--- config.mk ---
export PLATFORM = sky130hd
export DESIGN_NAME = mpmc_rmw_alu
export DESIGN_NICKNAME = d
export VERILOG_FILES = /design/src/logic/mpmc_bus_pkg.sv /design/src/logic/mpmc_ctrl_pkg.sv /design/src/logic/mpmc_rmw_alu.sv
export SDC_FILE = /design/constraint.sdc
export NUM_CORES = 1
export LEC_CHECK = 0
export ABC_AREA = 1
export BUFFER_PORTS_ARGS = -buffer_cell sky130_fd_sc_hd__buf_2
export CAP_MARGIN = 30
export CELL_PAD_IN_SITES_DETAIL_PLACEMENT = 0
export CELL_PAD_IN_SITES_GLOBAL_PLACEMENT = 2
export CORE_ASPECT_RATIO = 1.25
export CORE_MARGIN = 5
export CORE_UTILIZATION = 28
export DETAILED_ROUTE_END_ITERATION = 8
export GPL_TIMING_DRIVEN = 0
export PLACE_DENSITY_LB_ADDON = 0.1
export REMOVE_ABC_BUFFERS = 1
export SYNTH_ARGS = -nofsm -noshare
export SYNTH_HDL_FRONTEND = slang
export SYNTH_SLANG_ARGS = --single-unit
--- constraint.sdc ---
create_clock -name clk -period 3.2 [get_ports clk]
set_input_delay 0.32 -clock clk [delete_from_list [all_inputs] [get_ports clk]]
set_output_delay 0.32 -clock clk [all_outputs]
set_load 0.02 [all_outputs]
--- src/logic/mpmc_bus_pkg.sv ---
// =========================================================================
// Wishbone side of the memory controller
// =========================================================================

package mpmc_bus_pkg;

	// Word address and data widths of the slave port
	localparam int WB_ADR_W = 8;
	localparam int WB_DAT_W = 32;

	// Opcodes carried on the cmd input next to the usual Wishbone signals
	typedef enum logic [3:0] {
		CMD_LOAD  = 4'd0,
		CMD_STORE = 4'd1,
		CMD_ADD   = 4'd2,
		CMD_OR    = 4'd3,
		CMD_AND   = 4'd4,
		CMD_EOR   = 4'd5,
		CMD_MIN   = 4'd6,
		CMD_MAX   = 4'd7,
		CMD_MINU  = 4'd8,
		CMD_MAXU  = 4'd9,
		CMD_SWAP  = 4'd10
	} mpmc_cmd_t;

	// The request as it sits in the command register.
	// Only one cycle can be outstanding on a classic bus, so this single
	// register is the whole command queue
	typedef struct packed {
		logic                valid;
		mpmc_cmd_t           cmd;
		logic [WB_ADR_W-1:0] adr;
		// Store data, the operand of an atomic op, and later its result
		logic [WB_DAT_W-1:0] dat;
	} mpmc_req_t;

endpackage

--- src/logic/mpmc_ctrl_pkg.sv ---
// =========================================================================
// Controller side: sequencing states, strip layout and memory timing
// =========================================================================

package mpmc_ctrl_pkg;
	import mpmc_bus_pkg::*;

	typedef enum logic [3:0] {
		IDLE, PRESET1, PRESET2,
		WRITE_DATA0, WRITE_DATA1, WRITE_DATA2, WRITE_DATA3,
		READ_DATA0, READ_DATA1, READ_DATA2,
		ALU, ALU1, WRITE_TRAMP1, ACK
	} mpmc_state_t;

	// A word is two strips, numbered 0 and STRIP_LAST
	localparam int STRIP_W     = 16;
	localparam int STRIP_LAST  = 1;
	localparam int STRIP_CNT_W = 2;
	localparam int STRIP_SEL_W = 1;
	// Strip address is the word address with the strip number below it
	localparam int STRIP_ADR_W = WB_ADR_W + STRIP_SEL_W;
	localparam int MEM_DEPTH   = 2 ** STRIP_ADR_W;

	// Memory timing
	localparam int READ_LATENCY   = 3;
	localparam int REFRESH_PERIOD = 8;
	localparam int REFRESH_CNT_W  = $clog2(REFRESH_PERIOD);
	localparam int CALIB_CYCLES   = 32;
	localparam int CALIB_CNT_W    = $clog2(CALIB_CYCLES);
	// Strips cleared per calibration cycle so the whole array is zero at the end
	localparam int CLEAR_STRIDE   = MEM_DEPTH / CALIB_CYCLES;

	localparam int TIMEOUT_LIMIT = 255;
	localparam int TIMEOUT_CNT_W = $clog2(TIMEOUT_LIMIT + 1);

	// Command to the strip memory.
	// With en low and we high it is the write-data strobe of WRITE_DATA3
	typedef struct packed {
		logic                   en;
		logic                   we;
		logic [STRIP_ADR_W-1:0] adr;
		logic [WB_DAT_W-1:0]    wdata;
	} strip_cmd_t;

	typedef struct packed {
		logic               rd_data_valid;
		logic [STRIP_W-1:0] data;
	} strip_rsp_t;

endpackage

--- src/logic/mpmc_rmw_alu.sv ---
module mpmc_rmw_alu import mpmc_bus_pkg::*, mpmc_ctrl_pkg::*; (
	input  logic                clk,
	input  mpmc_state_t         state,
	input  mpmc_cmd_t           cmd,
	// Word read back from memory
	input  logic [WB_DAT_W-1:0] old_word,
	// Data sent by the master with the atomic op
	input  logic [WB_DAT_W-1:0] operand,
	output logic [WB_DAT_W-1:0] result
);

	logic [WB_DAT_W-1:0] alu_out;
	logic                lt_signed;
	logic                lt_unsigned;

	// Comparisons shared by the min and max variants
	assign lt_signed   = $signed(old_word) < $signed(operand);
	assign lt_unsigned = old_word < operand;

	always_comb begin
		case (cmd)
		// Wraps around, the carry is dropped
		CMD_ADD:
			alu_out = old_word + operand;
		CMD_OR:
			alu_out = old_word | operand;
		CMD_AND:
			alu_out = old_word & operand;
		CMD_EOR:
			alu_out = old_word ^ operand;
		CMD_MIN:
			alu_out = lt_signed ? old_word : operand;
		CMD_MAX:
			alu_out = lt_signed ? operand : old_word;
		CMD_MINU:
			alu_out = lt_unsigned ? old_word : operand;
		CMD_MAXU:
			alu_out = lt_unsigned ? operand : old_word;
		CMD_SWAP:
			alu_out = operand;
		// Loads and stores never reach the ALU state.
		// Leaving memory unchanged is the safe answer anyway
		default:
			alu_out = old_word;
		endcase
	end

	// The read word is complete by the time ALU is entered, so one
	// register stage here is enough
	always_ff @(posedge clk) begin
		if (state == ALU)
			result <= alu_out;
	end

endmodule

---- After elaboration in Yosys (flattened, before gate mapping) ----
Cells that the tools add are included.
storage, ports and cells
  flip-flop bits (word level) ............. 32
  bits of input ports ..................... 73
  output and inout bits ................... 32
  logic and storage cells ................. 22
operators by class
  $add $sub $neg .......................... 1
  order comparisons ....................... 2
  eq/ne operators ......................... 10
  multiplexer cells ....................... 5
  bitwise gates (word level) .............. 3
operator list
  kind                count
  $pmux 32 s9         1
  $mux 32             4
  $lt 32x32->1        2
  $add 32x32->32      1
  $and 32x32->32      1
  $or 32x32->32       1
  $xor 32x32->32      1
  $eq 4x3->1 const B  4
  $eq 4x4->1 const B  4
  $eq 4x2->1 const B  2

---- Longest topological paths before layout ----
  word-level depth ........................ 3
  depth in mapped cells ................... 21
  mapped depth without buffers ............ 19

---- Least setup slack after synthesis ----
No wires, ideal clock.
  kind .................................... input -> register
  start point ............................. in state[0]
  end point ............................... reg result[0], enable pin
  data arrival time ....................... 2,600 ps
  required time ........................... 2,739 ps
  setup slack ............................. 139 ps
  stages on the path ...................... 1
  path buffers ............................ 0
  cell sequence ........................... nor3_1
between the ends
  longest elaborated chain between the ends .. 1
ends and longest elaborated chain
  item                  RTL line            text
  from (decl)           mpmc_rmw_alu.sv:3   input mpmc_state_t state,
  $eq 4x4->1            mpmc_rmw_alu.sv:51  if (state == ALU)
  to (signal assigned)  mpmc_rmw_alu.sv:52  result <= alu_out;
  to (decl)             mpmc_rmw_alu.sv:9   output logic [WB_DAT_W-1:0] result
Every way passes these cells.
A chain may end at the register's enable or synchronous reset.

---- Worst setup path after layout ----
  start point ............................. in operand[31]
  end point ............................... reg result[27], data pin
between the ends
  longest elaborated chain between the ends .. 3
ends and longest elaborated chain
  item                             RTL line                                text
  from (decl)                      mpmc_rmw_alu.sv:8                       input logic [WB_DAT_W-1:0] operand,
  $lt 32x32->1 (on tied branches)  mpmc_rmw_alu.sv:18, mpmc_rmw_alu.sv:17
  $mux 32 (on tied branches)       -
  $pmux 32 s9 (*)                  mpmc_rmw_alu.sv:21                      case (cmd)
  net alu_out[27]                  mpmc_rmw_alu.sv:12                      logic [WB_DAT_W-1:0] alu_out;
Mark *: on every way through the listed nets, which the timed path passes. The rest lies on a longest branch.

==> results_tabular.tex <==
\begin{tabular}{lr}
\hline
Metric & Value \\
\hline
\multicolumn{2}{l}{\textbf{Final layout}} \\
\quad Area growth from synthesis to layout & 20.03\% \\
\quad Final core area utilization & 33.97\% \\
\quad Commonest non-fill, non-tap cells in the layout & 391 x sky130\_fd\_sc\_hd\_\_nand2\_1, 209 x sky130\_fd\_sc\_hd\_\_nor2\_1, 201 x sky130\_fd\_sc\_hd\_\_nand3\_1 \\
\quad Registers with the most flip-flops & result x32 \\
\quad Number of inserted diodes & 0 \\
\quad Most common cell after layout, fill and taps aside & sky130\_fd\_sc\_hd\_\_nand2\_1 \\
\quad Layout net count & 1648 \\
\quad Largest register by flop count & result \\
\quad Number of flip-flops in the largest register & 32 \\
\quad Final cell count without fillers & 1829 \\
\quad Share of final-layout standard cells stronger than drive strength 1 & 11.97\% \\
\multicolumn{2}{l}{\textbf{Detailed routing}} \\
\quad Vias per cell & 5.138 \\
\quad \# DRC & 0 \\
\quad Number of DRC markers after the initial detailed-route iteration & 595 \\
\quad Antenna Violating Nets Remaining & 0 \\
\quad Drt first pass iters & 6 \\
\quad Routed wire length & 35.16 mm \\
\quad Via count & 9397 \\
\quad Average wire per standard cell & 19.22 um \\
\multicolumn{2}{l}{\textbf{Worst setup path}} \\
\quad Ordered list of cells on the worst path & buf\_2 -> inv\_1 -> ha\_4 -> inv\_2 -> a21oi\_1 -> o21a\_1 -> nand2\_2 -> a21oi\_4 -> clkbuf\_16 -> nand2\_8 -> nand2\_4 -> nand2\_8 -> buf\_16 -> nand2\_1 -> nand2\_1 -> o21ai\_0 -> nand4\_1 \\
\quad Category of the most critical setup path & input pin to register \\
\quad Largest driver fanout on the critical path & 28 \\
\quad Cell with the biggest individual delay on the critical path & sky130\_fd\_sc\_hd\_\_ha\_4 \\
\quad Critical path's largest stage delay & 340 ps \\
\quad Worst setup EP type & register \\
\quad Crit path launch type & input pin \\
\quad Worst Path Required & 3220 ps \\
\quad Data arrival time of the critical path & 3050 ps \\
\multicolumn{2}{l}{\textbf{Synthesis}} \\
\quad Largest family of logic cells by synthesized area & simple AND/OR/NAND/NOR gates \\
\quad Cell type contributing the most total cell area after synthesis & sky130\_fd\_sc\_hd\_\_nand2\_1 \\
\quad Sequential area share after synthesis & 12.35\% \\
\quad Leading cell types by total area after synthesis & sky130\_fd\_sc\_hd\_\_nand2\_1 19\%, sky130\_fd\_sc\_hd\_\_ha\_1 15\%, sky130\_fd\_sc\_hd\_\_nand3\_1 13\% \\
\quad Unique masters post-synth & 40 \\
\quad Top cell type's share of synthesized area & 19.11\% \\
\quad Yosys warns & 0 \\
\quad Adder and majority cell fraction of the synthesized area & 15.70\% \\
\quad Mean post-synth cell area & 5.568 um\^{}2 \\
\quad EDFF count, synth & 32 \\
\quad Simple-gate area share of the yosys netlist & 45.54\% \\
\quad Synthesized-area fraction occupied by ao, oa, aoi and oai cells & 15.43\% \\
\quad Dominant synthesized flop cell & sky130\_fd\_sc\_hd\_\_edfxtp\_1 \\
\quad Share of cell area taken by muxes after synthesis & 0\% \\
\quad Netlist Area Pre-Place & 7779 um\^{}2 \\
\quad Post-synthesis share of cell area spent on xor and xnor gates & 0.1126\% \\
\quad Yosys reg bits & 32 \\
\quad Post-Synthesis Cells & 1397 \\
\quad Synth async-reset ratio & 0\% \\
\multicolumn{2}{l}{\textbf{Floorplan}} \\
\quad Std-Cell Rows & 68 \\
\quad Core Box Area & 27480 um\^{}2 \\
\quad Total Die Area & 31240 um\^{}2 \\
\quad Die boundary width & 159.1 um \\
\quad Number of top-level design ports & 105 \\
\quad Die Y & 196.4 um \\
\quad Initial core utilization & 28.31\% \\
\multicolumn{2}{l}{\textbf{CTS}} \\
\quad Clock input transition at the sequential cells of the worst setup and hold paths & 70 ps \\
\quad Total number of clock tree sinks & 32 \\
\quad Number of buffers created by CTS & 5 \\
\quad Hold Buf Count CTS & 0 \\
\quad CTS Root Cell & sky130\_fd\_sc\_hd\_\_clkbuf\_16 \\
\quad H-tree lvl count & 2 \\
\quad Clock Tree Buf Depth & 2 \\
\quad CTS tree & built \\
\multicolumn{2}{l}{\textbf{Power and ir drop}} \\
\quad Switching Power & 1.226 mW \\
\quad Combinational Power Share & 58.2\% \\
\quad Power share of the clock group & 21.9\% \\
\quad Leakage & 4.608 nW \\
\quad Design internal power & 1.246 mW \\
\quad Share of power burned in registers & 19.9\% \\
\quad P per Cell Area & 264.8 nW/um\^{}2 \\
\quad Switch share & 49.60\% \\
\quad Peak supply drop & 0.1715 mV \\
\quad Total Power & 2.473 mW \\
\multicolumn{2}{l}{\textbf{GRT}} \\
\quad Pin count of the biggest net entering global routing & 39 \\
\quad Combined global-route utilization of all metal layers & 21.77\% \\
\quad Number of global-route vias before repair & 9390 \\
\quad Final global-route overflow total & 0 \\
\quad Wire length of the first global-routing pass & 54.37 mm \\
\quad Number of antenna violations at the first check in global routing & 0 \\
\multicolumn{2}{l}{\textbf{Min path}} \\
\quad Hold EP & result[0] \\
\quad Worst hold start & old\_word[0] \\
\quad Number of cells on the worst hold path & 3 \\
\quad Type of the tightest min-delay check & input pin to register \\
\multicolumn{2}{l}{\textbf{STA}} \\
\quad Final worst-path setup slack & 177.0 ps \\
\quad Minimum period implied by the final worst setup slack & 3023 ps \\
\quad Final slew viol count & 0 \\
\quad Final-report setup violation count & 0 \\
\quad Tcrit/Tclk final & 94.47\% \\
\quad Worst rel slew slack & 33.08\% \\
\quad Summed negative setup slack over all endpoints & 0 ps \\
\quad Number of endpoints with negative hold slack in the final report & 0 \\
\quad Highest Clock Rate & 330.8 MHz \\
\quad RSZ-0062 raised after global routing & yes \\
\quad Worst-margin pin slew & 1003 ps \\
\multicolumn{2}{l}{\textbf{Placement}} \\
\quad Placer's final routability congestion estimate & 0.8063 \\
\quad Place WS & -2329 ps \\
\quad Total placed cells including tap cells & 1801 \\
\quad Number of buffers added on ports & 104 \\
\quad DP Wirelength & 25.08 mm \\
\multicolumn{2}{l}{\textbf{Job}} \\
\quad Max-cap check violation count & 0 \\
\multicolumn{2}{l}{\textbf{Status}} \\
\quad Run status & finished clean \\
\hline
\end{tabular}
## how the worst max path moves through the flow
stage          slack [ps]    endpoint    startpoint  cells after the start
6_report              180  result[27]   operand[31]                     17
5_1_grt               -50  result[27]   operand[17]                     20
4_1_cts                30  result[27]  old_word[22]                     17
3_5_place_dp        -2330  result[27]  old_word[17]                     20
3_3_place_gp        -4500  result[27]  old_word[17]                     18
2_1_floorplan       -1310  result[25]   operand[23]                     14
## kinds of logic after synthesis
kind of cell	count (synthesis)
adder cells (fa/ha/maj)	97
flip-flops	32
XOR/XNOR	1
AND/OR/NAND/NOR	851
buffers and inverters	214
AO/OA/AOI/OAI	202
## critical path: cells and delay by family
kind | cells | cell delay (ps)
buf+inv | 5 | 780
simple gates | 7 | 870
compound gates | 4 | 700
fa+ha+maj | 1 | 340
## stage by stage
step | area, um^2 | hold slack, ps
after floorplan | 7492 | 516.3
after global placement | 8451 | 687.6
after detailed placement | 8807 | 693.8
after CTS | 9235 | 358.8
after global routing | 9336 | 381.0
final | 9336 | 368.5
## cell usage after synthesis (all sizes together), types with 5 or more instances
library cell	n
nor2	212
edfxtp	32
o22ai	11
ha	96
o221ai	7
a21boi	5
o21ai	77
buf	27
a21oi	64
inv	147
a221oi	21
nand3	204
nand4	15
nand2	400
clkbuf	38
nor3	12
## cell type report
| class | instances | area, um^2 |
|---|---|---|
| Clock inverter | 1 | 3.754 |
| Sequential cell | 32 | 960.9 |
| Clock buffer | 7 | 132.6 |
| Multi-Input combinational cell | 1155 | 6241 |
| Tap cell | 350 | 437.9 |
| Inverter | 149 | 559.3 |
| Fill cell | 3154 | 18140 |
| Timing Repair Buffer | 135 | 1001 |
## what timing repair did
action / 4_1_cts / 5_1_grt
resized for setup: 26 / 10
buffers inserted: 7 / 7
cloned: 5 / 1
pin swaps: 4 / 3
setup endpoints to repair: 32 / 30
hold endpoints to repair: 0 / 0
## metal layers
metal | vias to the layer above | global-route usage [%] | share of wire (%)
met3 | 29 | 2.594 | 4.0
met4 | 0 | 5.499 | 1.9
met5 | - | 0 | 0
li1 | 4772 | - | -
met1 | 4381 | 28.04 | 45
met2 | 215 | 38.75 | 49
## power groups by stage
stage	sequential (mW)	clock, mW	combinational, mW
finish	0.493	0.541	1.44
global route	0.494	0.573	1.62
CTS	0.493	0.566	1.42
detailed placement	0.502	0	1.32
global placement	0.503	0	1.28
floorplan	0.523	0	0.827
Note: power is estimated with default switching activity, not from simulation.
