File: src/logic/mpmc_bus_pkg.sv
// =========================================================================
// Wishbone side of the memory controller
// =========================================================================

package mpmc_bus_pkg;

	// Word address and data widths of the slave port
	localparam int WB_ADR_W = 8;
	localparam int WB_DAT_W = 32;

	// Opcodes carried on the cmd input next to the usual Wishbone signals
	typedef enum logic [3:0] {
		CMD_LOAD  = 4'd0,
		CMD_STORE = 4'd1,
		CMD_ADD   = 4'd2,
		CMD_OR    = 4'd3,
		CMD_AND   = 4'd4,
		CMD_EOR   = 4'd5,
		CMD_MIN   = 4'd6,
		CMD_MAX   = 4'd7,
		CMD_MINU  = 4'd8,
		CMD_MAXU  = 4'd9,
		CMD_SWAP  = 4'd10
	} mpmc_cmd_t;

	// The request as it sits in the command register.
	// Only one cycle can be outstanding on a classic bus, so this single
	// register is the whole command queue
	typedef struct packed {
		logic                valid;
		mpmc_cmd_t           cmd;
		logic [WB_ADR_W-1:0] adr;
		// Store data, the operand of an atomic op, and later its result
		logic [WB_DAT_W-1:0] dat;
	} mpmc_req_t;

endpackage

File: src/logic/mpmc_ctrl_pkg.sv
// =========================================================================
// Controller side: sequencing states, strip layout and memory timing
// =========================================================================

package mpmc_ctrl_pkg;
	import mpmc_bus_pkg::*;

	typedef enum logic [3:0] {
		IDLE, PRESET1, PRESET2,
		WRITE_DATA0, WRITE_DATA1, WRITE_DATA2, WRITE_DATA3,
		READ_DATA0, READ_DATA1, READ_DATA2,
		ALU, ALU1, WRITE_TRAMP1, ACK
	} mpmc_state_t;

	// A word is two strips, numbered 0 and STRIP_LAST
	localparam int STRIP_W     = 16;
	localparam int STRIP_LAST  = 1;
	localparam int STRIP_CNT_W = 2;
	localparam int STRIP_SEL_W = 1;
	// Strip address is the word address with the strip number below it
	localparam int STRIP_ADR_W = WB_ADR_W + STRIP_SEL_W;
	localparam int MEM_DEPTH   = 2 ** STRIP_ADR_W;

	// Memory timing
	localparam int READ_LATENCY   = 3;
	localparam int REFRESH_PERIOD = 8;
	localparam int REFRESH_CNT_W  = $clog2(REFRESH_PERIOD);
	localparam int CALIB_CYCLES   = 32;
	localparam int CALIB_CNT_W    = $clog2(CALIB_CYCLES);
	// Strips cleared per calibration cycle so the whole array is zero at the end
	localparam int CLEAR_STRIDE   = MEM_DEPTH / CALIB_CYCLES;

	localparam int TIMEOUT_LIMIT = 255;
	localparam int TIMEOUT_CNT_W = $clog2(TIMEOUT_LIMIT + 1);

	// Command to the strip memory.
	// With en low and we high it is the write-data strobe of WRITE_DATA3
	typedef struct packed {
		logic                   en;
		logic                   we;
		logic [STRIP_ADR_W-1:0] adr;
		logic [WB_DAT_W-1:0]    wdata;
	} strip_cmd_t;

	typedef struct packed {
		logic               rd_data_valid;
		logic [STRIP_W-1:0] data;
	} strip_rsp_t;

endpackage

File: src/logic/mpmc_timeout.sv
module mpmc_timeout import mpmc_ctrl_pkg::*; (
	input  logic        clk,
	input  logic        rst,
	input  mpmc_state_t state,
	output logic        to
);

	logic [TIMEOUT_CNT_W-1:0] cnt;

	// Every cycle outside IDLE counts against the limit.
	// The count sticks at the limit until the state machine drops back
	always_ff @(posedge clk) begin
		if (rst)
			cnt <= '0;
		else if (state == IDLE)
			cnt <= '0;
		else if (cnt != TIMEOUT_LIMIT[TIMEOUT_CNT_W-1:0])
			cnt <= cnt + 1'b1;
	end

	// Held high only in the last cycle before the forced return to IDLE
	assign to = (cnt == TIMEOUT_LIMIT[TIMEOUT_CNT_W-1:0]);

endmodule

File: config.mk
export PLATFORM = sky130hd
export DESIGN_NAME = mpmc_timeout
export DESIGN_NICKNAME = d
export VERILOG_FILES = /design/src/logic/mpmc_bus_pkg.sv /design/src/logic/mpmc_ctrl_pkg.sv /design/src/logic/mpmc_timeout.sv
export SDC_FILE = /design/constraint.sdc
export NUM_CORES = 1
export LEC_CHECK = 0
export BUFFER_PORTS_ARGS = -buffer_cell sky130_fd_sc_hd__buf_2
export CORE_AREA = 2 2 39 41
export DETAILED_ROUTE_END_ITERATION = 6
export DIE_AREA = 0 0 41 43
export HOLD_SLACK_MARGIN = 0.03
export PLACE_DENSITY = 0.52
export SLEW_MARGIN = 20
export SYNTH_ARGS = -nofsm -noshare
export SYNTH_HDL_FRONTEND = slang
export SYNTH_SLANG_ARGS = --single-unit
File: constraint.sdc
create_clock -name clk -period 1.9 [get_ports clk]
set_input_delay 0.38 -clock clk [delete_from_list [all_inputs] [get_ports clk]]
set_output_delay 0.38 -clock clk [all_outputs]
set_load 0.02 [all_outputs]
* After elaboration in Yosys (flattened, before gate mapping)
Index checks and enable logic that the tools add are counted.
Storage, ports and cells: memories kept 0, bits in latches 0, RAM bits 0, output and inout port bits 1, register bits 8, bits in read-only memories 0, input bits 6, logic and storage cells 6
Operators by class: reduce and logical (&&, ||, !) cells 2, bitwise logic cells 0, mux-type cells 0, magnitude comparators 0, multiply operators 0, div/mod/pow operators 0, equal/unequal tests 2, add/subtract/negate cells 1, shifts and indexed selects 0
Operators with widths (count):
- adder 8 x 1 -> 8 bit, second input constant | 1
- == test 8 bit, second input constant | 1
- != test 8 bit, second input constant | 1
- logical NOT 4 bit | 1
- OR reduction 2 bit | 1

* Logic depth before layout (Yosys ltp)
Gate-level depths: netlist of the first run.
word-level depth 2, gate-level depth with buffers 4, mapped depth without buffers 4

* Worst setup path before layout of the first run
OpenSTA, ideal clock, no wires.
kind register to output, start register cnt[0], end output port to, setup slack 0.506 ns, required time 1.520 ns, cell stages (with the launch flop) 4, arrival 1.014 ns, path buffers 0, cells stage by stage dfxtp_1 ha_1 nand4_1 nor2_1
Between the ends: word-level cells in the longest chain between the ends 1
RTL lines:
- start: declaration | RTL line mpmc_timeout.sv:8 | logic [TIMEOUT_CNT_W-1:0] cnt;
- start signal: assignment | RTL line mpmc_timeout.sv:18 | cnt <= cnt + 1'b1;
- == test 8 bit | RTL line mpmc_timeout.sv:22 | assign to = (cnt == TIMEOUT_LIMIT[TIMEOUT_CNT_W-1:0]);
- end: declaration | RTL line mpmc_timeout.sv:5 | output logic to
No other way between the ends.

* Worst setup path after layout of the first run
start register cnt[1], end output port to
The elaborated chain is that of the path after synthesis.

==> impl_metrics.json, run 1 <==
{
  "status": "completed",
  "synthCells": 47,
  "slowest_delay_ns": 0.37,
  "post_cts_resized": 0,
  "gp_congestion": 0.764,
  "regMostFlops": "cnt",
  "worst_pin_slew_ns": 0.266,
  "largest_register_ffs": 8,
  "die_w_microns": 41,
  "antenna_found_initial": 0,
  "grtUsageTotal_pct": 12.6,
  "critPathMaxFanout": 6,
  "synth_top_area_cell": "dfxtp_1",
  "cp_cell_sequence": "ha_1 -> nand4_1 -> nor2_1 -> buf_2",
  "r2r_end": "cnt[5]",
  "start_util_pct": 29.7,
  "rsz0062_at_grt": "false",
  "dp_hpwl_microns": 614,
  "firstDrtPassIters": 4,
  "whs_path_depth": 3,
  "io_buffer_count": 6,
  "r2r_slack_ns": 0.49,
  "path_delay_family": "flip-flops",
  "hold_start": "rst",
  "post_synth.cell_area_avg_sq_um": 8.76,
  "final_cells": 71,
  "leakagePower_nw": 0.157,
  "clock_latency_ns": 0.26,
  "pin_count": 7,
  "slowest_stage": "dfxtp_1",
  "drive_above_1_share_pct": 21.8,
  "dieArea_sq_um": 1760,
  "hold_viol": 0,
  "viasPerCell": 5.55,
  "syn-cell-area_sq_um": 412,
  "max_freq_mhz": 577,
  "routed_wirelength_microns": 870,
  "ir_worst_vdd_mv": 0.379,
  "finalClockSkew_ns": 0.000746,
  "fin_area_sq_um": 479,
  "ys_seq_elements": 8,
  "setup_tns_ns": 0,
  "cp_data_arrival_time_ns": 1.35,
  "worstPathRequired_ns": 1.52,
  "cts_buffers": 3,
  "cts.sink_count": 8,
  "hp-class": "primary input to register",
  "grt_pass1_wl_mm": 1.47,
  "r2r_cells": 4,
  "setup_viol": 0,
  "cts.clk_slew.worst_paths_ns": 0.06,
  "ys_types": 25,
  "row_count": 14,
  "wire_per_inst_microns": 12.3,
  "worstSetupStartpointType": "register",
  "p_per_area_nw_per_um2": 703,
  "fp.dieH_microns": 43,
  "syn2layout_area_growth_pct": 16.4,
  "syn_nets": 54,
  "detail-route-antenna-nets": 0,
  "final_util_pct": 34.6,
  "min_period_over_period_pct": 91.2,
  "synth.area.top_cells": "dfxtp_1 (39%), nor3_1 (7.3%), a211oi_1 (5.5%), nand3_1 (4.9%), a211oi_2 (3.0%)",
  "ys_seq_area_share_pct": 38.9,
  "dpl.cell_count": 68,
  "slew_headroom_pct": 82.0,
  "gr-total-overflow": 0,
  "total_power_mw": 0.337,
  "reg_top3": "cnt: 8 flops",
  "cts_hold_buf": 0,
  "first_global_vias": 344,
  "core_area_sq_um": 1380,
  "drc": 0,
  "final.min_clock_period_ns": 1.73,
  "cts_tree": "yes",
  "path_buf_inv": 1,
  "postCtsSetupRepairBufs": 0,
  "cp-end-kind": "output pin",
  "vias": 394,
  "place_area_sq_um": 457,
  "synth_warnings": 0,
  "cts_root_buf": "clkbuf_4",
  "r2r-start": "cnt[0]",
  "clk_path_buf_depth": 2,
  "drv_slew": 0,
  "final.fill_count": 147,
  "grt_max_degree": 8,
  "crit_type": "register to output pin",
  "n_antenna_cell": 0,
  "htree_levels": 1,
  "max_cap_violations": 0,
  "final_net_count": 64,
  "first_iter_violations": 7,
  "hold_path_end": "cnt[5]",
  "yosys.area.top_type_share_pct": 38.9
}
through the flow:
step / setup WS (ns) / hold WS, ns
2_1_floorplan: 0.506 / 0.461
3_3_place_gp: 0.500 / 0.483
3_5_place_dp: 0.470 / 0.491
4_1_cts: 0.167 / 0.401
5_1_grt: 0.0463 / 0.398
6_report: 0.168 / 0.406
placed cells by master (no fill, tap or decap), drive strengths merged:
master / netlist / final
or4: 1 / 1
inv: 2 / 2
nand2: 2 / 2
nand2b: 1 / 1
nand3: 4 / 4
a21boi: 1 / 1
a31oi: 1 / 1
nand3b: 1 / 1
and4: 1 / 1
nor2: 2 / 2
a21oi: 2 / 2
o21ai: 1 / 1
dfxtp: 8 / 8
and3: 1 / 1
o21bai: 1 / 1
nor4b: 1 / 1
buf: 1 / 6
nand4: 2 / 2
ha: 1 / 1
nor3: 6 / 6
a211oi: 4 / 4
nor3b: 1 / 1
or3b: 1 / 1
clkbuf: 0 / 3
mux2i: 1 / 1
report_power, final:
group / switching (mW) / internal (mW) / leakage, nW
combinational: 0.0114 / 0.0119 / 0.0786
clock: 0.0618 / 0.0726 / 0.0138
sequential: 0.00597 / 0.173 / 0.0650
total: 0.0791 / 0.258 / 0.157
layer usage:
metal	up-vias	routed length (microns)	track usage, %
li1	196	-	-
met1	183	427	14.8
met2	15	388	18.1
met3	0	54	7.85
met4	0	0	4.00
met5	-	0	0
synth_stat cells:
master	count
a211oi_1	3
a211oi_2	1
a21boi_0	1
a21oi_1	2
a31oi_1	1
and3_1	1
and4_1	1
buf_2	1
dfxtp_1	8
ha_1	1
inv_1	2
mux2i_1	1
nand2_1	2
nand2b_2	1
nand3_1	4
nand3b_1	1
nand4_1	2
nor2_1	2
nor3_1	6
nor3b_1	1
nor4b_1	1
o21ai_0	1
o21bai_1	1
or3b_1	1
or4_4	1
worst reg2reg max path, stage by stage, from the launching register on:
cell	delay (ns)
dfxtp_1	0.33
ha_1	0.27
and4_1	0.29
a211oi_2	0.26
mux2i_1	0.19
cells by family after synthesis:
kind of cell	synth area share, %
buffers and inverters	3.04
AND/OR/NAND/NOR	35.3
flip-flops	38.9
adder cells (fa/ha/maj)	3.04
AO/OA/AOI/OAI	17.3
multiplexers	2.43
area by class of cell:
class | count | area (sq um) | area share [%]
Sequential cell | 8 | 160 | 33.4
Tap cell | 16 | 20.0 | 4.18
Inverter | 2 | 7.51 | 1.57
Multi-Input combinational cell | 36 | 239 | 49.9
Timing Repair Buffer | 6 | 30.0 | 6.27
Clock buffer | 3 | 22.5 | 4.70
how the worst max path moves through the flow:
stage / depth (start not counted) / slack (ns) / end / startpoint
after floorplan: 3 / 0.51 / to / cnt[0]
after global placement: 4 / 0.50 / to / cnt[0]
after detailed placement: 4 / 0.47 / to / cnt[0]
after CTS: 4 / 0.17 / to / cnt[0]
after global routing: 4 / 0.05 / to / cnt[0]
final: 4 / 0.17 / to / cnt[1]
Power figures use the tool's default switching activity.
==> run 2, diff against run 1 <==
- clock period: 1.9 -> 1.8 ns (I/O delays scaled with it)
==> run 2 against run 1 <==
Sequential share of layout area fell by 0.85 points. Critical endpoint unchanged. Via count fell by 2.0%. Die area did not move. Cell count did not move.
==> impl_metrics.json, run 2 (same netlist as run 1, synthesis figures left out) <==
{
  "status": "completed",
  "gr-total-overflow": 0,
  "reg_top3": "cnt: 8 flops",
  "dp_hpwl_microns": 620,
  "grt_max_degree": 8,
  "crit_type": "register to output pin",
  "drv_slew": 0,
  "regMostFlops": "cnt",
  "drc": 0,
  "firstDrtPassIters": 4,
  "rsz0062_at_grt": "false",
  "final_cell_mix": "dfxtp_1 (8), nor3_1 (6), buf_2 (6)",
  "final.min_clock_period_ns": 1.65,
  "leakagePower_nw": 0.156,
  "setup_tns_ns": 0,
  "r2r-start": "cnt[1]",
  "max_freq_mhz": 606,
  "clock_latency_ns": 0.26,
  "core_area_sq_um": 1380,
  "wire_per_inst_microns": 11.9,
  "viasPerCell": 5.44,
  "grt_pass1_wl_mm": 1.57,
  "min_period_over_period_pct": 91.7,
  "cp-end-kind": "output pin",
  "first_global_vias": 374,
  "cp_data_arrival_time_ns": 1.29,
  "hp-class": "primary input to register",
  "max_cap_violations": 0,
  "slew_headroom_pct": 83.4,
  "worst_pin_slew_ns": 0.245,
  "critPathMaxFanout": 6,
  "start_util_pct": 29.7,
  "cts_root_buf": "clkbuf_4",
  "drive_above_1_share_pct": 23.6,
  "die_w_microns": 41,
  "r2r_end": "cnt[5]",
  "whs_path_depth": 3,
  "fp.dieH_microns": 43,
  "cts.sink_count": 8,
  "htree_levels": 1,
  "p_per_area_nw_per_um2": 730,
  "cts_hold_buf": 0,
  "finalClockSkew_ns": 0.00703,
  "hold_viol": 0,
  "clk_path_buf_depth": 2,
  "dieArea_sq_um": 1760,
  "grtUsageTotal_pct": 13.1,
  "worstSetupStartpointType": "register",
  "antenna_found_initial": 0,
  "cts_buffers": 3,
  "largest_register_ffs": 8,
  "worstPathRequired_ns": 1.44,
  "n_antenna_cell": 0,
  "row_count": 14,
  "vias": 386,
  "routed_wirelength_microns": 846,
  "ir_worst_vdd_mv": 0.312,
  "gp_congestion": 0.788,
  "first_iter_violations": 14,
  "detail-route-antenna-nets": 0,
  "r2r_slack_ns": 0.48,
  "fin_hold_ws_ns": 0.395,
  "r2r_cells": 4,
  "cts_tree": "yes",
  "io_buffer_count": 6,
  "final_common_cell": "dfxtp_1",
  "hold_start": "rst",
  "hold_path_end": "cnt[5]",
  "final_net_count": 64,
  "setup_viol": 0,
  "pin_count": 7,
  "cts.clk_slew.worst_paths_ns": 0.05,
  "syn2layout_area_growth_pct": 19.5
}
==> run 2: cell counts in the layout (fill, tap and decap cells not counted) <==
No cell type changed its count.
==> run 2: report_power, final <==
part,total [mW],switching [mW],internal [mW]
registers,0.191,0.00808,0.183
clock network,0.141,0.0647,0.0766
logic,0.0268,0.0118,0.0149
==> run 2: worst max path at each step <==
stage,cells past startpoint,startpoint,slack [ns],end
after floorplan,3,cnt[0],0.43,to
final,4,cnt[0],0.15,to
after CTS,4,cnt[1],0.08,to
after global routing,4,cnt[0],0.01,to
after detailed placement,4,cnt[1],0.37,to
after global placement,4,cnt[1],0.40,to
==> run 2: layout make-up <==
class	count	area, sq um
Sequential cell	8	160
Clock buffer	3	22.5
Tap cell	16	20.0
Multi-Input combinational cell	36	251
Timing Repair Buffer	6	30.0
Inverter	2	7.51
Fill cell	143	892
==> run 2: routing by layer <==
metal / global-route usage, % / wire (microns)
met5: 0 / 0
met4: 0 / 0
met3: 9.42 / 71
met2: 18.1 / 384
met1: 17.5 / 390
==> run 2: repair_timing <==
action                     in CTS  in global routing
setup buffers                   0                  0
resized for setup               0                  2
setup endpoints to repair       0                  1
==> run 2: through the flow <==
stage / power, mW / std cells / setup slack, ns / util, % / area, sq um
after CTS: 0.362 / 71 / 0.0804 / 34.6 / 479
after floorplan: 0.206 / 47 / 0.426 / - / 412
after detailed placement: 0.217 / 68 / 0.371 / 33.0 / 457
final: 0.359 / 71 / 0.149 / 35.5 / 492
after global placement: 0.217 / 68 / 0.405 / 33.0 / 457
after global routing: 0.380 / 71 / 0.0125 / 35.5 / 492
==> run 2: worst max-delay path: stages, from the launching register on <==
cell	delay, ns
dfxtp_1	0.41
ha_4	0.19
nand4_1	0.13
nor2_1	0.13
buf_2	0.17
==> run 3, diff against run 2 <==
- ABC_AREA: unset -> 1
- PLACE_DENSITY: 0.52 -> 0.55
==> run 3 against run 2 <==
Synthesized cell count up 40%. Register-to-register slack better by 0.14 ns. Clock-buffer cell count unchanged. Setup slack worse by 0.037 ns. Non-clock buffer count unchanged. First-iteration DRC count down 14%. Clock skew down 0.00061 ns. Power down 2.7%. Via count up 6.0%. Critical path depth up 2. Fmax down 2.2%. Critical path type unchanged. Largest cell class unchanged. Highest routed layer is now met4.
==> impl_metrics.json, run 3 <==
{
  "cts.sink_count": 8,
  "syn2layout_area_growth_pct": 16.9,
  "vias": 409,
  "setup_viol": 0,
  "ys_seq_elements": 8,
  "yosys.area.top_type_share_pct": 36.2,
  "synth.area.top_cells": "dfxtp_1 (36%), nand2_1 (14%), nor2_1 (10%), inv_1 (9.3%), nor2_4 (5.1%)",
  "async_flop_share_pct": 0,
  "syn_nets": 73,
  "cts.clk_slew.worst_paths_ns": 0.06,
  "first_global_vias": 356,
  "drive_above_1_share_pct": 22.7,
  "first_iter_violations": 12,
  "grt_max_degree": 9,
  "finalClockSkew_ns": 0.00642,
  "synthCells": 66,
  "n_antenna_cell": 0,
  "yosysMostFrequentCell": "nand2_1",
  "firstDrtPassIters": 4,
  "core_area_sq_um": 1380,
  "die_w_microns": 41,
  "detail-route-antenna-nets": 0,
  "dieArea_sq_um": 1760,
  "drv_slew": 0,
  "cts_buffers": 3,
  "drc": 0,
  "post_cts_resized": 0,
  "syn-cell-area_sq_um": 443,
  "status": "completed",
  "routed_wirelength_microns": 785,
  "antenna_found_initial": 0,
  "final.fill_count": 142,
  "clock_latency_ns": 0.25,
  "slew_headroom_pct": 86.5,
  "reg_top3": "cnt: 8 flops",
  "grtUsageTotal_pct": 11.8,
  "gp_congestion": 0.842,
  "io_buffer_count": 6,
  "fp.dieH_microns": 43,
  "start_util_pct": 32.0,
  "ir_worst_vdd_mv": 0.290,
  "cts_hold_buf": 0,
  "r2r_end": "cnt[5]",
  "htree_levels": 1,
  "ys_types": 17,
  "row_count": 14,
  "worstPathRequired_ns": 1.44,
  "hold_start": "rst",
  "wire_per_inst_microns": 8.63,
  "pin_count": 7,
  "r2r_cells": 6,
  "p_per_area_nw_per_um2": 675,
  "regMostFlops": "cnt",
  "total_power_mw": 0.349,
  "cp-end-kind": "output pin",
  "synth_ff_type": "dfxtp_1",
  "grt_pass1_wl_mm": 1.35,
  "hp-class": "primary input to register",
  "r2r-start": "cnt[0]",
  "r2r_slack_ns": 0.62,
  "gr-total-overflow": 0,
  "viasPerCell": 4.49,
  "leakagePower_nw": 0.242,
  "critPathMaxFanout": 8,
  "worst_pin_slew_ns": 0.201,
  "cts_root_buf": "clkbuf_4",
  "hold_path_end": "cnt[3]",
  "whs_path_depth": 4,
  "max_freq_mhz": 592,
  "min_period_over_period_pct": 93.8,
  "rsz0062_at_grt": "false",
  "synth_warnings": 0,
  "netlist_top_cells_count": "nand2_1 (16), nor2_1 (12), inv_1 (11)",
  "hold_viol": 0,
  "synth_top_area_cell": "dfxtp_1",
  "setup_tns_ns": 0,
  "final.min_clock_period_ns": 1.69,
  "final_net_count": 84,
  "worstSetupStartpointType": "register",
  "largest_register_ffs": 8,
  "max_cap_violations": 0,
  "clk_path_buf_depth": 2,
  "postCtsSetupRepairBufs": 0,
  "post_synth.cell_area_avg_sq_um": 6.71,
  "final_cell_mix": "nand2_1 (16), nor2_1 (12), inv_1 (11)",
  "synth_edf_count": 0,
  "crit_type": "register to output pin",
  "cts_tree": "yes",
  "ys_seq_area_share_pct": 36.2,
  "cp_data_arrival_time_ns": 1.33,
  "final_common_cell": "nand2_1",
  "dp_hpwl_microns": 634
}
[run 3: layout make-up]
class / instances / area, sq um / share of cell area (%)
Clock buffer: 3 / 22.5 / 4.35
Tap cell: 16 / 20.0 / 3.86
Inverter: 12 / 50.0 / 9.66
Multi-Input combinational cell: 46 / 233 / 44.9
Timing Repair Buffer: 6 / 30.0 / 5.80
Sequential cell: 8 / 163 / 31.4
[run 3: cells by family (layout without fill, tap and decap cells)]
| family | count (synthesis) | after routing | share of synthesized area, % |
|---|---|---|---|
| AND/OR/NAND/NOR | 38 | 38 | 40.7 |
| buffers and inverters | 12 | 21 | 11.3 |
| adder cells (fa/ha/maj) | 1 | 1 | 2.82 |
| XOR/XNOR | 1 | 1 | 1.98 |
| flip-flops | 8 | 8 | 36.2 |
| AO/OA/AOI/OAI | 6 | 6 | 7.06 |
[run 3: stage by stage]
step	utilization [%]	std cells	setup slack [ns]	instance area [sq um]	hold slack, ns
global route	37.4	91	0.0257	518	0.441
floorplan	-	66	0.531	443	0.491
detailed placement	35.6	88	0.341	493	0.530
finish	37.4	91	0.112	518	0.412
CTS	37.3	91	0.0634	515	0.397
global placement	35.6	88	0.346	493	0.522
[run 3: worst max-delay path by stage]
stage               startpoint  to  slack [ns]  cells after the start
finish                  cnt[0]  to        0.11                      6
global route            cnt[0]  to        0.03                      6
CTS                     cnt[0]  to        0.06                      6
detailed placement      cnt[0]  to        0.34                      6
global placement        cnt[0]  to        0.35                      6
floorplan               cnt[0]  to        0.53                      5
[run 3: metal layers]
layer  up-vias  wire length, microns  global-route usage, %
li1        222                     -                      -
met1       171                   360                   14.1
met2        14                   340                   16.6
met3         2                    68                   1.57
met4         0                    15                   12.0
met5         -                     0                      0
[run 3: worst max-delay path: stages (launching register included)]
cell      delay [ns]
dfxtp_2         0.35
ha_1            0.18
inv_1           0.07
nor2_4          0.16
nand2_4         0.11
clkinv_4        0.06
buf_2           0.15
[run 3: power breakdown]
group	switching [mW]	internal [mW]	leakage [nW]
sequential	0.00609	0.184	0.0655
combinational	0.0142	0.0132	0.162
clock	0.0557	0.0759	0.0138
total	0.0760	0.273	0.242
