==> src/logic/mpmc_bus_pkg.sv <==
// =========================================================================
// Wishbone side of the memory controller
// =========================================================================

package mpmc_bus_pkg;

	// Word address and data widths of the slave port
	localparam int WB_ADR_W = 8;
	localparam int WB_DAT_W = 32;

	// Opcodes carried on the cmd input next to the usual Wishbone signals
	typedef enum logic [3:0] {
		CMD_LOAD  = 4'd0,
		CMD_STORE = 4'd1,
		CMD_ADD   = 4'd2,
		CMD_OR    = 4'd3,
		CMD_AND   = 4'd4,
		CMD_EOR   = 4'd5,
		CMD_MIN   = 4'd6,
		CMD_MAX   = 4'd7,
		CMD_MINU  = 4'd8,
		CMD_MAXU  = 4'd9,
		CMD_SWAP  = 4'd10
	} mpmc_cmd_t;

	// The request as it sits in the command register.
	// Only one cycle can be outstanding on a classic bus, so this single
	// register is the whole command queue
	typedef struct packed {
		logic                valid;
		mpmc_cmd_t           cmd;
		logic [WB_ADR_W-1:0] adr;
		// Store data, the operand of an atomic op, and later its result
		logic [WB_DAT_W-1:0] dat;
	} mpmc_req_t;

endpackage

==> src/logic/mpmc_ctrl_pkg.sv <==
// =========================================================================
// Controller side: sequencing states, strip layout and memory timing
// =========================================================================

package mpmc_ctrl_pkg;
	import mpmc_bus_pkg::*;

	typedef enum logic [3:0] {
		IDLE, PRESET1, PRESET2,
		WRITE_DATA0, WRITE_DATA1, WRITE_DATA2, WRITE_DATA3,
		READ_DATA0, READ_DATA1, READ_DATA2,
		ALU, ALU1, WRITE_TRAMP1, ACK
	} mpmc_state_t;

	// A word is two strips, numbered 0 and STRIP_LAST
	localparam int STRIP_W     = 16;
	localparam int STRIP_LAST  = 1;
	localparam int STRIP_CNT_W = 2;
	localparam int STRIP_SEL_W = 1;
	// Strip address is the word address with the strip number below it
	localparam int STRIP_ADR_W = WB_ADR_W + STRIP_SEL_W;
	localparam int MEM_DEPTH   = 2 ** STRIP_ADR_W;

	// Memory timing
	localparam int READ_LATENCY   = 3;
	localparam int REFRESH_PERIOD = 8;
	localparam int REFRESH_CNT_W  = $clog2(REFRESH_PERIOD);
	localparam int CALIB_CYCLES   = 32;
	localparam int CALIB_CNT_W    = $clog2(CALIB_CYCLES);
	// Strips cleared per calibration cycle so the whole array is zero at the end
	localparam int CLEAR_STRIDE   = MEM_DEPTH / CALIB_CYCLES;

	localparam int TIMEOUT_LIMIT = 255;
	localparam int TIMEOUT_CNT_W = $clog2(TIMEOUT_LIMIT + 1);

	// Command to the strip memory.
	// With en low and we high it is the write-data strobe of WRITE_DATA3
	typedef struct packed {
		logic                   en;
		logic                   we;
		logic [STRIP_ADR_W-1:0] adr;
		logic [WB_DAT_W-1:0]    wdata;
	} strip_cmd_t;

	typedef struct packed {
		logic               rd_data_valid;
		logic [STRIP_W-1:0] data;
	} strip_rsp_t;

endpackage

==> src/logic/mpmc_strip_counter.sv <==
module mpmc_strip_counter import mpmc_bus_pkg::*, mpmc_ctrl_pkg::*; (
	input  logic                   clk,
	input  logic                   rst,
	input  mpmc_state_t            state,
	input  logic                   rdy,
	input  strip_rsp_t             rsp,
	output logic [STRIP_CNT_W-1:0] req_strip_cnt,
	output logic [STRIP_CNT_W-1:0] resp_strip_cnt,
	output logic [WB_DAT_W-1:0]    rd_word
);

	// =====================================================================
	// Request and response counts
	// =====================================================================

	// The command is always enabled in READ_DATA1.
	// So a strip is accepted in every cycle of it that has rdy
	always_ff @(posedge clk) begin
		if (rst)
			req_strip_cnt <= '0;
		else if (state == IDLE)
			req_strip_cnt <= '0;
		else if (state == READ_DATA1 && rdy)
			req_strip_cnt <= req_strip_cnt + 1'b1;
	end

	// Responses can already come back while requests are still going out,
	// so this count is not tied to a state
	always_ff @(posedge clk) begin
		if (rst)
			resp_strip_cnt <= '0;
		else if (state == IDLE)
			resp_strip_cnt <= '0;
		else if (rsp.rd_data_valid)
			resp_strip_cnt <= resp_strip_cnt + 1'b1;
	end

	// =====================================================================
	// Word assembly
	// =====================================================================

	// Strips return in order, low strip first.
	// Each one goes in at the top and pushes the previous one down, so after
	// the last strip the low strip is at the bottom
	always_ff @(posedge clk) begin
		if (rsp.rd_data_valid)
			rd_word <= {rsp.data, rd_word[WB_DAT_W-1:STRIP_W]};
	end

endmodule

==> config.mk <==
export PLATFORM = sky130hd
export DESIGN_NAME = mpmc_strip_counter
export DESIGN_NICKNAME = d
export VERILOG_FILES = /design/src/logic/mpmc_bus_pkg.sv /design/src/logic/mpmc_ctrl_pkg.sv /design/src/logic/mpmc_strip_counter.sv
export SDC_FILE = /design/constraint.sdc
export NUM_CORES = 1
export LEC_CHECK = 0
export ABC_AREA = 1
export BUFFER_PORTS_ARGS = -buffer_cell sky130_fd_sc_hd__buf_4
export CAP_MARGIN = 40
export CORE_UTILIZATION = 25
export CTS_CLUSTER_SIZE = 25
export DETAILED_ROUTE_END_ITERATION = 7
export MAX_ROUTING_LAYER = met4
export SKIP_LAST_GASP = 1
export SLEW_MARGIN = 20
export SYNTH_ARGS = -nofsm -noshare
export SYNTH_HDL_FRONTEND = slang
export SYNTH_SLANG_ARGS = --single-unit
==> constraint.sdc <==
create_clock -name clk -period 1.6 [get_ports clk]
set_input_delay 0.4 -clock clk [delete_from_list [all_inputs] [get_ports clk]]
set_output_delay 0.4 -clock clk [all_outputs]
set_load 0.005 [all_outputs]
Word-level counts from Yosys, hierarchy flattened --
Index checks and enable logic that the tools add are counted.
Word-level totals: register bits after elaboration 36, bits of input ports 24, output and inout bits 36, logic and storage cells 9
Operators by class: add/subtract/negate cells 2, equality and inequality tests 1, reductions and logical operators 3
Operators by type and width (number):
- $add 2x1->2 const B | 2
- $eq 4x4->1 const B | 1
- $logic_not 4->1 | 1
- $reduce_or 2->1 | 1
- $logic_and 1x1->1 | 1

Logic depth before layout (Yosys ltp) --
Gate-level depths: netlist (run 1).
depth after elaboration 2, mapped depth 5, gate-level depth less buffers 5

Worst setup path before layout (run 1) --
OpenSTA, ideal clock, no wires.
path kind input-to-reg, from input state[1], to register req_strip_cnt[0], library setup time 0.121 ns, arrival 0.779 ns, required time 1.479 ns, slack 0.700 ns, stages 4, path buffers 0, cells stage by stage nor2_2 > nand2_2 > o21bai_4 > a21oi_2
Between the ends: word-level cells in the longest chain between the ends 2, elaborated cells on any way between the ends 4, classes of those cells eq/ne: 1; reduce/logical: 3
Ends and longest elaborated chain:
- from (decl) | line mpmc_strip_counter.sv:4 | input mpmc_state_t state,
- $eq 4x4->1 or $logic_not 4->1 (tied branches) | line mpmc_strip_counter.sv:23, mpmc_strip_counter.sv:21
- $logic_and 1x1->1 or $reduce_or 2->1 (tied branches)
- to (signal assigned) | line mpmc_strip_counter.sv:24 | req_strip_cnt <= req_strip_cnt + 1'b1;
- to (decl) | line mpmc_strip_counter.sv:7 | output logic [STRIP_CNT_W-1:0] req_strip_cnt,
Several ways; a longest one is shown, not always the timed one. A chain may end at the register's enable or synchronous reset.

Final worst setup path (run 1) --
from register rd_word[23], to output rd_word[23]
RTL lines:
- from (decl) | line mpmc_strip_counter.sv:9 | output logic [WB_DAT_W-1:0] rd_word
- from (signal assigned) | line mpmc_strip_counter.sv:47 | rd_word <= {rsp.data, rd_word[WB_DAT_W-1:STRIP_W]};
No word-level cell between the ends.

==> flow_summary.toml, run 1 <==
[grt]
globalRouteTotalUtil_pct = 9.25
grt-ovfl-total = 0
first_global_vias = 704
grt_start_max_net_pins = 31
grt_antenna_before_repair = 0
grt_first_pass_wirelength_um = 3280

[run_status]
run_status = "finished with violations"
failed_checks = "DRC"

[floorplan]
area_inside_the_core_boundary_um2 = 4470
die_area_um2 = 5070
floorplan.rows = 24
ioPinCount = 60
die_width_um = 71.2
start_util_pct = 26.7
die_height_um = 71.2

[finish]
number_of_nets_in_the_layout = 155
drive_above_1_share_pct = 59.1
area_growth_syn_to_layout_pct = 52.1
antenna_cells_inserted = 0

[power_and_ir_drop]
p_per_area_nw_per_um2 = 1100
power.leakage_nw = 0.754
power.share.sequential_pct = 56.3
p_comb_share_pct = 9.6
power.share.clock_pct = 34.1
switching_share_pct = 19.4
final_total_power_mw = 2.00
net-switching-power_mw = 0.388
power.internal_mw = 1.61
vdd_ir_drop_max_mv = 0.310

[clock_network]
cts_buffer_depth = 2
tritoncts = "done"
postCtsResizedCells = 0
cts_hold_buffers = 0
worst_skew_pair.late_latency_ns = 0.28
cts_setup_buffers = 0
cts-htree-levels = 2
cts_sinks = 36
number_of_buffers_added_by_the_clock_tree_synthesis_step = 5
cts-root-buf = "sky130_fd_sc_hd__clkbuf_8"
cts.reportedPaths.clkPinSlew_ns = 0.07

[synthesis]
postSynthAreaPerCell_um2 = 19.0
syn-instance-count = 63
netlist_area_um2 = 1200
yosysUniqueCellTypes = 12
synthesis.nets = 87
yosys_warnings = 0
postSynthRegisterBits = 36
synth_sequential_area_ratio_pct = 87.0

[worst_setup_path]
critical_path_class = "flop to output port"
timing.critical_path.required_ns = 1.20
crit_slowest_cell = "sky130_fd_sc_hd__edfxtp_1"
critical_path.max_stage_delay_ns = 0.40
setup.worst_path.start_class = "flop"
number_of_buffers_and_inverters_on_the_critical_path = 1
timing.critical_path.fanout_max = 2
critical_path.cell_chain = "buf_4"
crit_arrival_ns = 0.84
crit_path_leading_delay_family = "flip-flops"
kind_of_capture_point_of_the_worst_setup_path = "output port"

[detailed_routing]
first_pass_iters = 6
route.final.wire_length_um = 2150
final_antenna_net_count = 0
routed-via-count = 760
vias_per_cell = 4.13
routed_wire_length_per_instance_um = 11.7
initialDrtViolationCount = 61
drcViolationCount = 9

[timing]
timing_worst_slew_pin_value_ns = 0.373
min_period_ns = 1.24
grt_setup_unrepaired = "no"
timing.final.setup_violations = 0
final.period_utilization_pct = 77.2
maxSlewHeadroom_pct = 75.2
setup_tns_ns = 0
finClkSkew_ns = 0.0101
final-max-slew-violation-count = 0
fmax_mhz = 810
timing.final.hold_violations = 0

[place]
finalWeightedCongestion = 0.664
numPortBuffers = 59
post-dp-hpwl_um = 1590

[hold_path]
hp-class = "input port to flop"

[run]
drv_cap = 0
[per-layer routing]
layer	share of wire (%)	GRT usage (%)	up-vias
li1	-	-	357
met4	0.74	6.00	0
met3	12	4.13	3
met2	49	14.1	53
met1	38	9.71	347
met5	0	-	-
[area by class of cell]
cell class,instances,area (µm²)
multi-input combinational,21,133
fill,410,2660
clock buffer,8,100
timing repair buffer,61,458
sequential,36,1040
tap,52,65.1
inverter,6,22.5
[registers in the layout, indices dropped and copies added, names as in the netlist]
name,cells
resp_strip_cnt,2
req_strip_cnt,2
rd_word,32
[synth_stat cells]
cell type	number	area share, %
sky130_fd_sc_hd__dfxtp_1	4	6.7
sky130_fd_sc_hd__nand3_1	3	1.3
sky130_fd_sc_hd__edfxtp_1	32	80
sky130_fd_sc_hd__xnor2_1	1	0.73
sky130_fd_sc_hd__a21oi_2	2	1.5
sky130_fd_sc_hd__xor2_1	1	0.73
sky130_fd_sc_hd__nor2_2	4	2.1
sky130_fd_sc_hd__inv_2	1	0.31
sky130_fd_sc_hd__nand2_2	2	1.0
sky130_fd_sc_hd__o21bai_4	1	1.6
sky130_fd_sc_hd__nand2_1	7	2.2
sky130_fd_sc_hd__inv_1	5	1.6
[cells in the final DEF (no fill, tap or decap), drive strengths merged]
cell    Yosys  layout
a21oi       2       2
buf         0      61
clkbuf      0       8
dfxtp       4       4
edfxtp     32      32
inv         6       6
nand2       9       9
nand3       3       3
nor2        4       4
o21bai      1       1
xnor2       1       1
xor2        1       1
[cells by family after synthesis]
logic type / Yosys count / share of synthesized area, %
xor gates and xnor gates: 2 / 1.46
buffers and inverters: 6 / 1.88
AOI/OAI and AO/OA: 3 / 3.03
and+or+nand+nor: 16 / 6.59
DFF: 36 / 87.0
[final timing paths]
path,startpoint,to,slack (ns),cells past startpoint
max reg2reg,req_strip_cnt[0],req_strip_cnt[1],0.80,5
min reg2reg,rd_word[29],rd_word[13],0.46,0
min,rsp[6],rd_word[22],0.29,1
max,rd_word[23],rd_word[23],0.36,1
[power groups by stage]
stage / Combinational, mW / Sequential (mW) / Clock [mW]
6_report: 0.193 / 1.13 / 0.682
5_1_grt: 0.209 / 1.14 / 0.751
4_1_cts: 0.197 / 1.13 / 0.712
3_5_place_dp: 0.196 / 1.15 / 0
3_3_place_gp: 0.194 / 1.15 / 0
2_1_floorplan: 0.0247 / 1.15 / 0
[metrics by stage]
step	hold slack [ns]	area (µm²)	utilization [%]	setup WS (ns)	std cells
finish	0.288	1820	40.7	0.365	184
global route	0.271	1820	40.7	0.315	184
CTS	0.275	1820	40.7	0.347	184
detailed placement	0.440	1720	38.4	0.366	176
global placement	0.436	1720	38.4	0.405	176
floorplan	0.452	1200	-	0.700	63
No activity file was read; power rests on OpenSTA's default activity.
==> run 2: changes to the inputs <==
==> constraint.sdc (replaced) <==
create_clock -name clk -period 1.21 [get_ports clk]
set_input_delay 0.3025 -clock clk [delete_from_list [all_inputs] [get_ports clk]]
set_output_delay 0.3025 -clock clk [all_outputs]
set_load 0.005 [all_outputs]
==> run 2 against run 1 <==
  * The run still ends with DRC left
  * Highest routed layer unchanged
  * Critical path type unchanged
  * First-iteration DRC count decreased by 1.6%
  * Clock power increased by 14%
  * Sequential power increased by 32%
  * Global-route usage increased by 0.29 points
==> flow_summary.toml, run 2 (synthesized netlist as in run 1, its figures left out) <==
[floorplan]
die_height_um = 71.2
ioPinCount = 60
die_area_um2 = 5070
die_width_um = 71.2
start_util_pct = 26.7
area_inside_the_core_boundary_um2 = 4470
floorplan.rows = 24

[power_and_ir_drop]
power.leakage_nw = 0.749
vdd_ir_drop_max_mv = 0.372
final_total_power_mw = 2.53
p_per_area_nw_per_um2 = 1400

[clock_network]
cts-htree-levels = 2
cts_sinks = 36
cts_hold_buffers = 0
postCtsResizedCells = 0
number_of_buffers_added_by_the_clock_tree_synthesis_step = 5
worst_skew_pair.late_latency_ns = 0.28
cts_setup_buffers = 0
cts-root-buf = "sky130_fd_sc_hd__clkbuf_8"
cts_buffer_depth = 2
tritoncts = "done"
cts.reportedPaths.clkPinSlew_ns = 0.07

[detailed_routing]
drcViolationCount = 9
routed_wire_length_per_instance_um = 12.2
initialDrtViolationCount = 60
final_antenna_net_count = 0
routed-via-count = 749
first_pass_iters = 6
route.final.wire_length_um = 2240
vias_per_cell = 4.07

[timing]
final-max-slew-violation-count = 0
final.period_utilization_pct = 93.9
finClkSkew_ns = 0.00472
setup_tns_ns = 0
finalWorstSetupSlack_ns = 0.0739
fmax_mhz = 880
min_period_ns = 1.14
maxSlewHeadroom_pct = 85.3
timing.final.hold_violations = 0
timing_worst_slew_pin_value_ns = 0.220
timing.final.setup_violations = 0
grt_setup_unrepaired = "no"

[worst_setup_path]
timing.critical_path.required_ns = 0.91
critical_path_class = "flop to output port"
crit_path_leading_delay_family = "flip-flops"
critical_path.max_stage_delay_ns = 0.40
number_of_buffers_and_inverters_on_the_critical_path = 1
crit_arrival_ns = 0.83
crit_slowest_cell = "sky130_fd_sc_hd__edfxtp_1"
critical_path.cell_chain = "buf_4"
kind_of_capture_point_of_the_worst_setup_path = "output port"
setup.worst_path.start_class = "flop"
timing.critical_path.fanout_max = 2

[grt]
grt_antenna_before_repair = 0
first_global_vias = 688
globalRouteTotalUtil_pct = 9.54
grt-ovfl-total = 0
grt_first_pass_wirelength_um = 3430
grt_start_max_net_pins = 18

[place]
finalWeightedCongestion = 0.679
post-dp-hpwl_um = 1700
dp_worst_setup_slack_ns = 0.186
numPortBuffers = 59

[hold_path]
hp-class = "input port to flop"

[finish]
drive_above_1_share_pct = 58.3
antenna_cells_inserted = 0
number_of_nets_in_the_layout = 155
fillcell_total = 410
final_cell_mix = "sky130_fd_sc_hd__buf_4, sky130_fd_sc_hd__edfxtp_1, sky130_fd_sc_hd__nand2_1, sky130_fd_sc_hd__inv_1, sky130_fd_sc_hd__clkbuf_8"
registers.top_by_ff_count = "rd_word"
area_growth_syn_to_layout_pct = 51.6
mostFrequentLayoutCell = "sky130_fd_sc_hd__buf_4"
reg_top3 = "rd_word (32), req_strip_cnt (2), resp_strip_cnt (2)"
number_of_flip_flops_in_the_largest_register = 32

[run_status]
failed_checks = "DRC"
run_status = "finished with violations"

[run]
drv_cap = 0
[run 2: area by class of cell]
cell class,count,area (µm²),share of cell area (%)
clock buffer,7,76.3,4.21
tap,52,65.1,3.59
multi-input combinational,21,133,7.32
clock inverter,1,5.00,0.276
timing repair buffer,61,470,25.9
sequential,36,1040,57.4
inverter,6,22.5,1.24
[run 2: per-stage QoR]
| step | hold slack [ns] | instances | area (µm²) | util [%] |
|---|---|---|---|---|
| floorplan | 0.401 | 63 | 1200 | - |
| global placement | 0.437 | 176 | 1730 | 38.7 |
| detailed placement | 0.440 | 176 | 1730 | 38.7 |
| CTS | 0.190 | 184 | 1810 | 40.5 |
| global route | 0.182 | 184 | 1810 | 40.5 |
| finish | 0.201 | 184 | 1810 | 40.5 |
[run 2: final timing paths]
path / from / endpoint / slack, ns / cells after the start
setup / recovery: rd_word[27] / rd_word[27] / 0.07 / 1
hold / removal: rsp[0] / rd_word[16] / 0.20 / 1
setup reg to reg: req_strip_cnt[0] / req_strip_cnt[1] / 0.38 / 5
hold reg to reg: rd_word[30] / rd_word[14] / 0.45 / 0
[run 2: metal layers]
metal	part of all wire [%]	GRT usage [%]	wire (µm)	vias to the layer above
li1	-	-	-	359
met1	41	11.2	907	338
met2	48	13.8	1080	50
met3	11	4.42	239	2
met4	0.63	4.67	14	0
met5	0	-	0	-
[run 2: power by group]
part           switching (mW)  internal, mW  leakage (nW)  total, mW
Combinational          0.0963         0.166         0.361      0.262
Clock                   0.373         0.403        0.0422      0.776
Sequential             0.0382          1.46         0.346       1.49
Total                   0.507          2.02         0.749       2.53
==> run 3: changes to the inputs <==
==> constraint.sdc (replaced) <==
create_clock -name clk -period 1.4 [get_ports clk]
set_input_delay 0.14 -clock clk [delete_from_list [all_inputs] [get_ports clk]]
set_output_delay 0.14 -clock clk [all_outputs]
set_load 0.005 [all_outputs]
==> run 3 against run 2 <==
  * The run still ends with DRC left
  * Sequential cell count stayed put
  * Wire length down 2.5%
  * First-iteration DRC count is 75% higher
  * Register-to-register slack improved by 0.22 ns
  * Utilization shrank 0.17 points
  * Critical path depth did not move
  * Die area stayed put
  * Sequential share of layout area is 0.24 points higher
  * Cell area fell by 0.41%
  * Worst hold slack got worse by 0.17 ns
  * Global-route usage up 0.60 points
  * Clock skew up 0.0014 ns
  * Critical path type unchanged
  * Critical endpoint is now rd_word[26]
  * Largest power group unchanged
==> flow_summary.toml, run 3 (synthesized netlist as in run 1, its figures left out) <==
[worst_setup_path]
timing.critical_path.required_ns = 1.26
number_of_cells_on_the_worst_reg_to_reg_path = 5
crit_path_leading_delay_family = "flip-flops"
kind_of_capture_point_of_the_worst_setup_path = "output port"
critical_path_class = "flop to output port"
worst_r2r_startpoint = "req_strip_cnt[0]"
crit_slowest_cell = "sky130_fd_sc_hd__edfxtp_1"
critical_path_depth = 1
timing.critical_path.fanout_max = 2
number_of_buffers_and_inverters_on_the_critical_path = 1
r2r-end = "req_strip_cnt[1]"
setup.worst_path.start_class = "flop"
crit_arrival_ns = 0.83
critical_path.max_stage_delay_ns = 0.40
critical_path.cell_chain = "buf_4"
regToRegSetupSlack_ns = 0.60

[finish]
reg_top3 = "rd_word (32), req_strip_cnt (2), resp_strip_cnt (2)"
drive_above_1_share_pct = 58.0
registers.top_by_ff_count = "rd_word"
final_cell_mix = "sky130_fd_sc_hd__buf_4, sky130_fd_sc_hd__edfxtp_1, sky130_fd_sc_hd__nand2_1, sky130_fd_sc_hd__inv_1, sky130_fd_sc_hd__clkbuf_8"
antenna_cells_inserted = 0
fillcell_total = 415
mostFrequentLayoutCell = "sky130_fd_sc_hd__buf_4"
area_growth_syn_to_layout_pct = 50.9
number_of_flip_flops_in_the_largest_register = 32
final_cell_count_no_fill = 183
number_of_nets_in_the_layout = 154

[clock_network]
worst_skew_pair.late_latency_ns = 0.28
postCtsResizedCells = 0
cts_sinks = 36
tritoncts = "done"
cts-root-buf = "sky130_fd_sc_hd__clkbuf_8"
number_of_buffers_added_by_the_clock_tree_synthesis_step = 5
cts-htree-levels = 2
cts_hold_buffers = 0
cts_setup_buffers = 0
cts_buffer_depth = 2
cts.reportedPaths.clkPinSlew_ns = 0.07

[detailed_routing]
routed-via-count = 733
first_pass_iters = 6
routed_wire_length_per_instance_um = 11.9
drcViolationCount = 9
initialDrtViolationCount = 105
final_antenna_net_count = 0
vias_per_cell = 4.01
route.final.wire_length_um = 2180

[power_and_ir_drop]
switching_share_pct = 20.3
power.share.sequential_pct = 58.8
power.leakage_nw = 0.744
p_per_area_nw_per_um2 = 1210
p_comb_share_pct = 10.2
vdd_ir_drop_max_mv = 0.333
net-switching-power_mw = 0.446
power.share.clock_pct = 31.0
power.internal_mw = 1.75

[floorplan]
die_height_um = 71.2
die_width_um = 71.2
floorplan.rows = 24
area_inside_the_core_boundary_um2 = 4470
ioPinCount = 60
start_util_pct = 26.7
die_area_um2 = 5070

[hold_path]
hold_path_end = "rd_word[29]"
hp-class = "input port to flop"
holdCritStartpoint = "rsp[13]"
worstHoldPathCells = 1

[grt]
grt_start_max_net_pins = 19
grt_antenna_before_repair = 0
first_global_vias = 673
grt-ovfl-total = 0
globalRouteTotalUtil_pct = 10.1
grt_first_pass_wirelength_um = 3550

[timing]
finClkSkew_ns = 0.00614
fmax_mhz = 1030
timing.final.setup_violations = 0
setup_tns_ns = 0
timing.final.hold_violations = 0
timing_worst_slew_pin_value_ns = 0.244
grt_setup_unrepaired = "no"
final-max-slew-violation-count = 0
final.period_utilization_pct = 69.4
min_period_ns = 0.972
maxSlewHeadroom_pct = 83.8

[run_status]
failed_checks = "DRC"
run_status = "finished with violations"

[place]
numPortBuffers = 59
finalWeightedCongestion = 0.657
placed_cells = 175
post-dp-hpwl_um = 1630

[run]
drv_cap = 0
==> run 3: cell count changes in the layout (fill, tap and decap cells not counted), sizes merged <==
cell,before,now
buf,61,60
==> run 3: how the worst max path moves through the flow <==
| stage | startpoint | end |
|---|---|---|
| floorplan | req_strip_cnt[0] | req_strip_cnt[1] |
| global placement | rsp[16] | rd_word[30] |
| detailed placement | rsp[16] | rd_word[22] |
| CTS | rd_word[24] | rd_word[24] |
| global route | rd_word[30] | rd_word[30] |
| finish | rd_word[26] | rd_word[26] |
==> run 3: final cells by class <==
cell class	count	area, µm²	area share (%)
Sequential cell	36	1040	57.7
Multi-Input combinational cell	21	133	7.35
Tap cell	52	65.1	3.60
Inverter	6	22.5	1.25
Clock buffer	7	76.3	4.23
Timing Repair Buffer	60	463	25.6
Clock inverter	1	5.00	0.277
==> run 3: worst register-to-register path, stage by stage (launching register included) <==
cell,delay (ns)
sky130_fd_sc_hd__dfxtp_1,0.38
sky130_fd_sc_hd__inv_1,0.07
sky130_fd_sc_hd__nand2_1,0.06
sky130_fd_sc_hd__nand2_1,0.05
sky130_fd_sc_hd__nand3_1,0.09
sky130_fd_sc_hd__a21oi_2,0.05
==> run 3: metrics by stage <==
step / instance area (µm²) / power, mW / hold WS, ns / utilization, % / setup WS, ns
2_1_floorplan: 1200 / 1.35 / 0.239 / - / 0.646
3_3_place_gp: 1720 / 1.53 / 0.319 / 38.5 / 0.534
3_5_place_dp: 1720 / 1.54 / 0.320 / 38.5 / 0.518
4_1_cts: 1810 / 2.23 / 0.0176 / 40.4 / 0.405
5_1_grt: 1810 / 2.30 / 0.00954 / 40.4 / 0.374
6_report: 1810 / 2.19 / 0.0291 / 40.4 / 0.428
==> run 3: power by group through the flow <==
stage | registers [mW] | clock network (mW) | logic [mW]
2_1_floorplan | 1.32 | 0 | 0.0282
3_3_place_gp | 1.31 | 0 | 0.225
3_5_place_dp | 1.31 | 0 | 0.227
4_1_cts | 1.29 | 0.711 | 0.228
5_1_grt | 1.30 | 0.761 | 0.244
6_report | 1.29 | 0.680 | 0.224
==> run 3: metal layers <==
metal  vias up  GRT usage (%)  wire length, µm
met1       319           12.6              955
li1        356              -                -
met5         -              -                0
met3         3           4.42              254
met2        55           13.1              937
met4         0           6.67               37
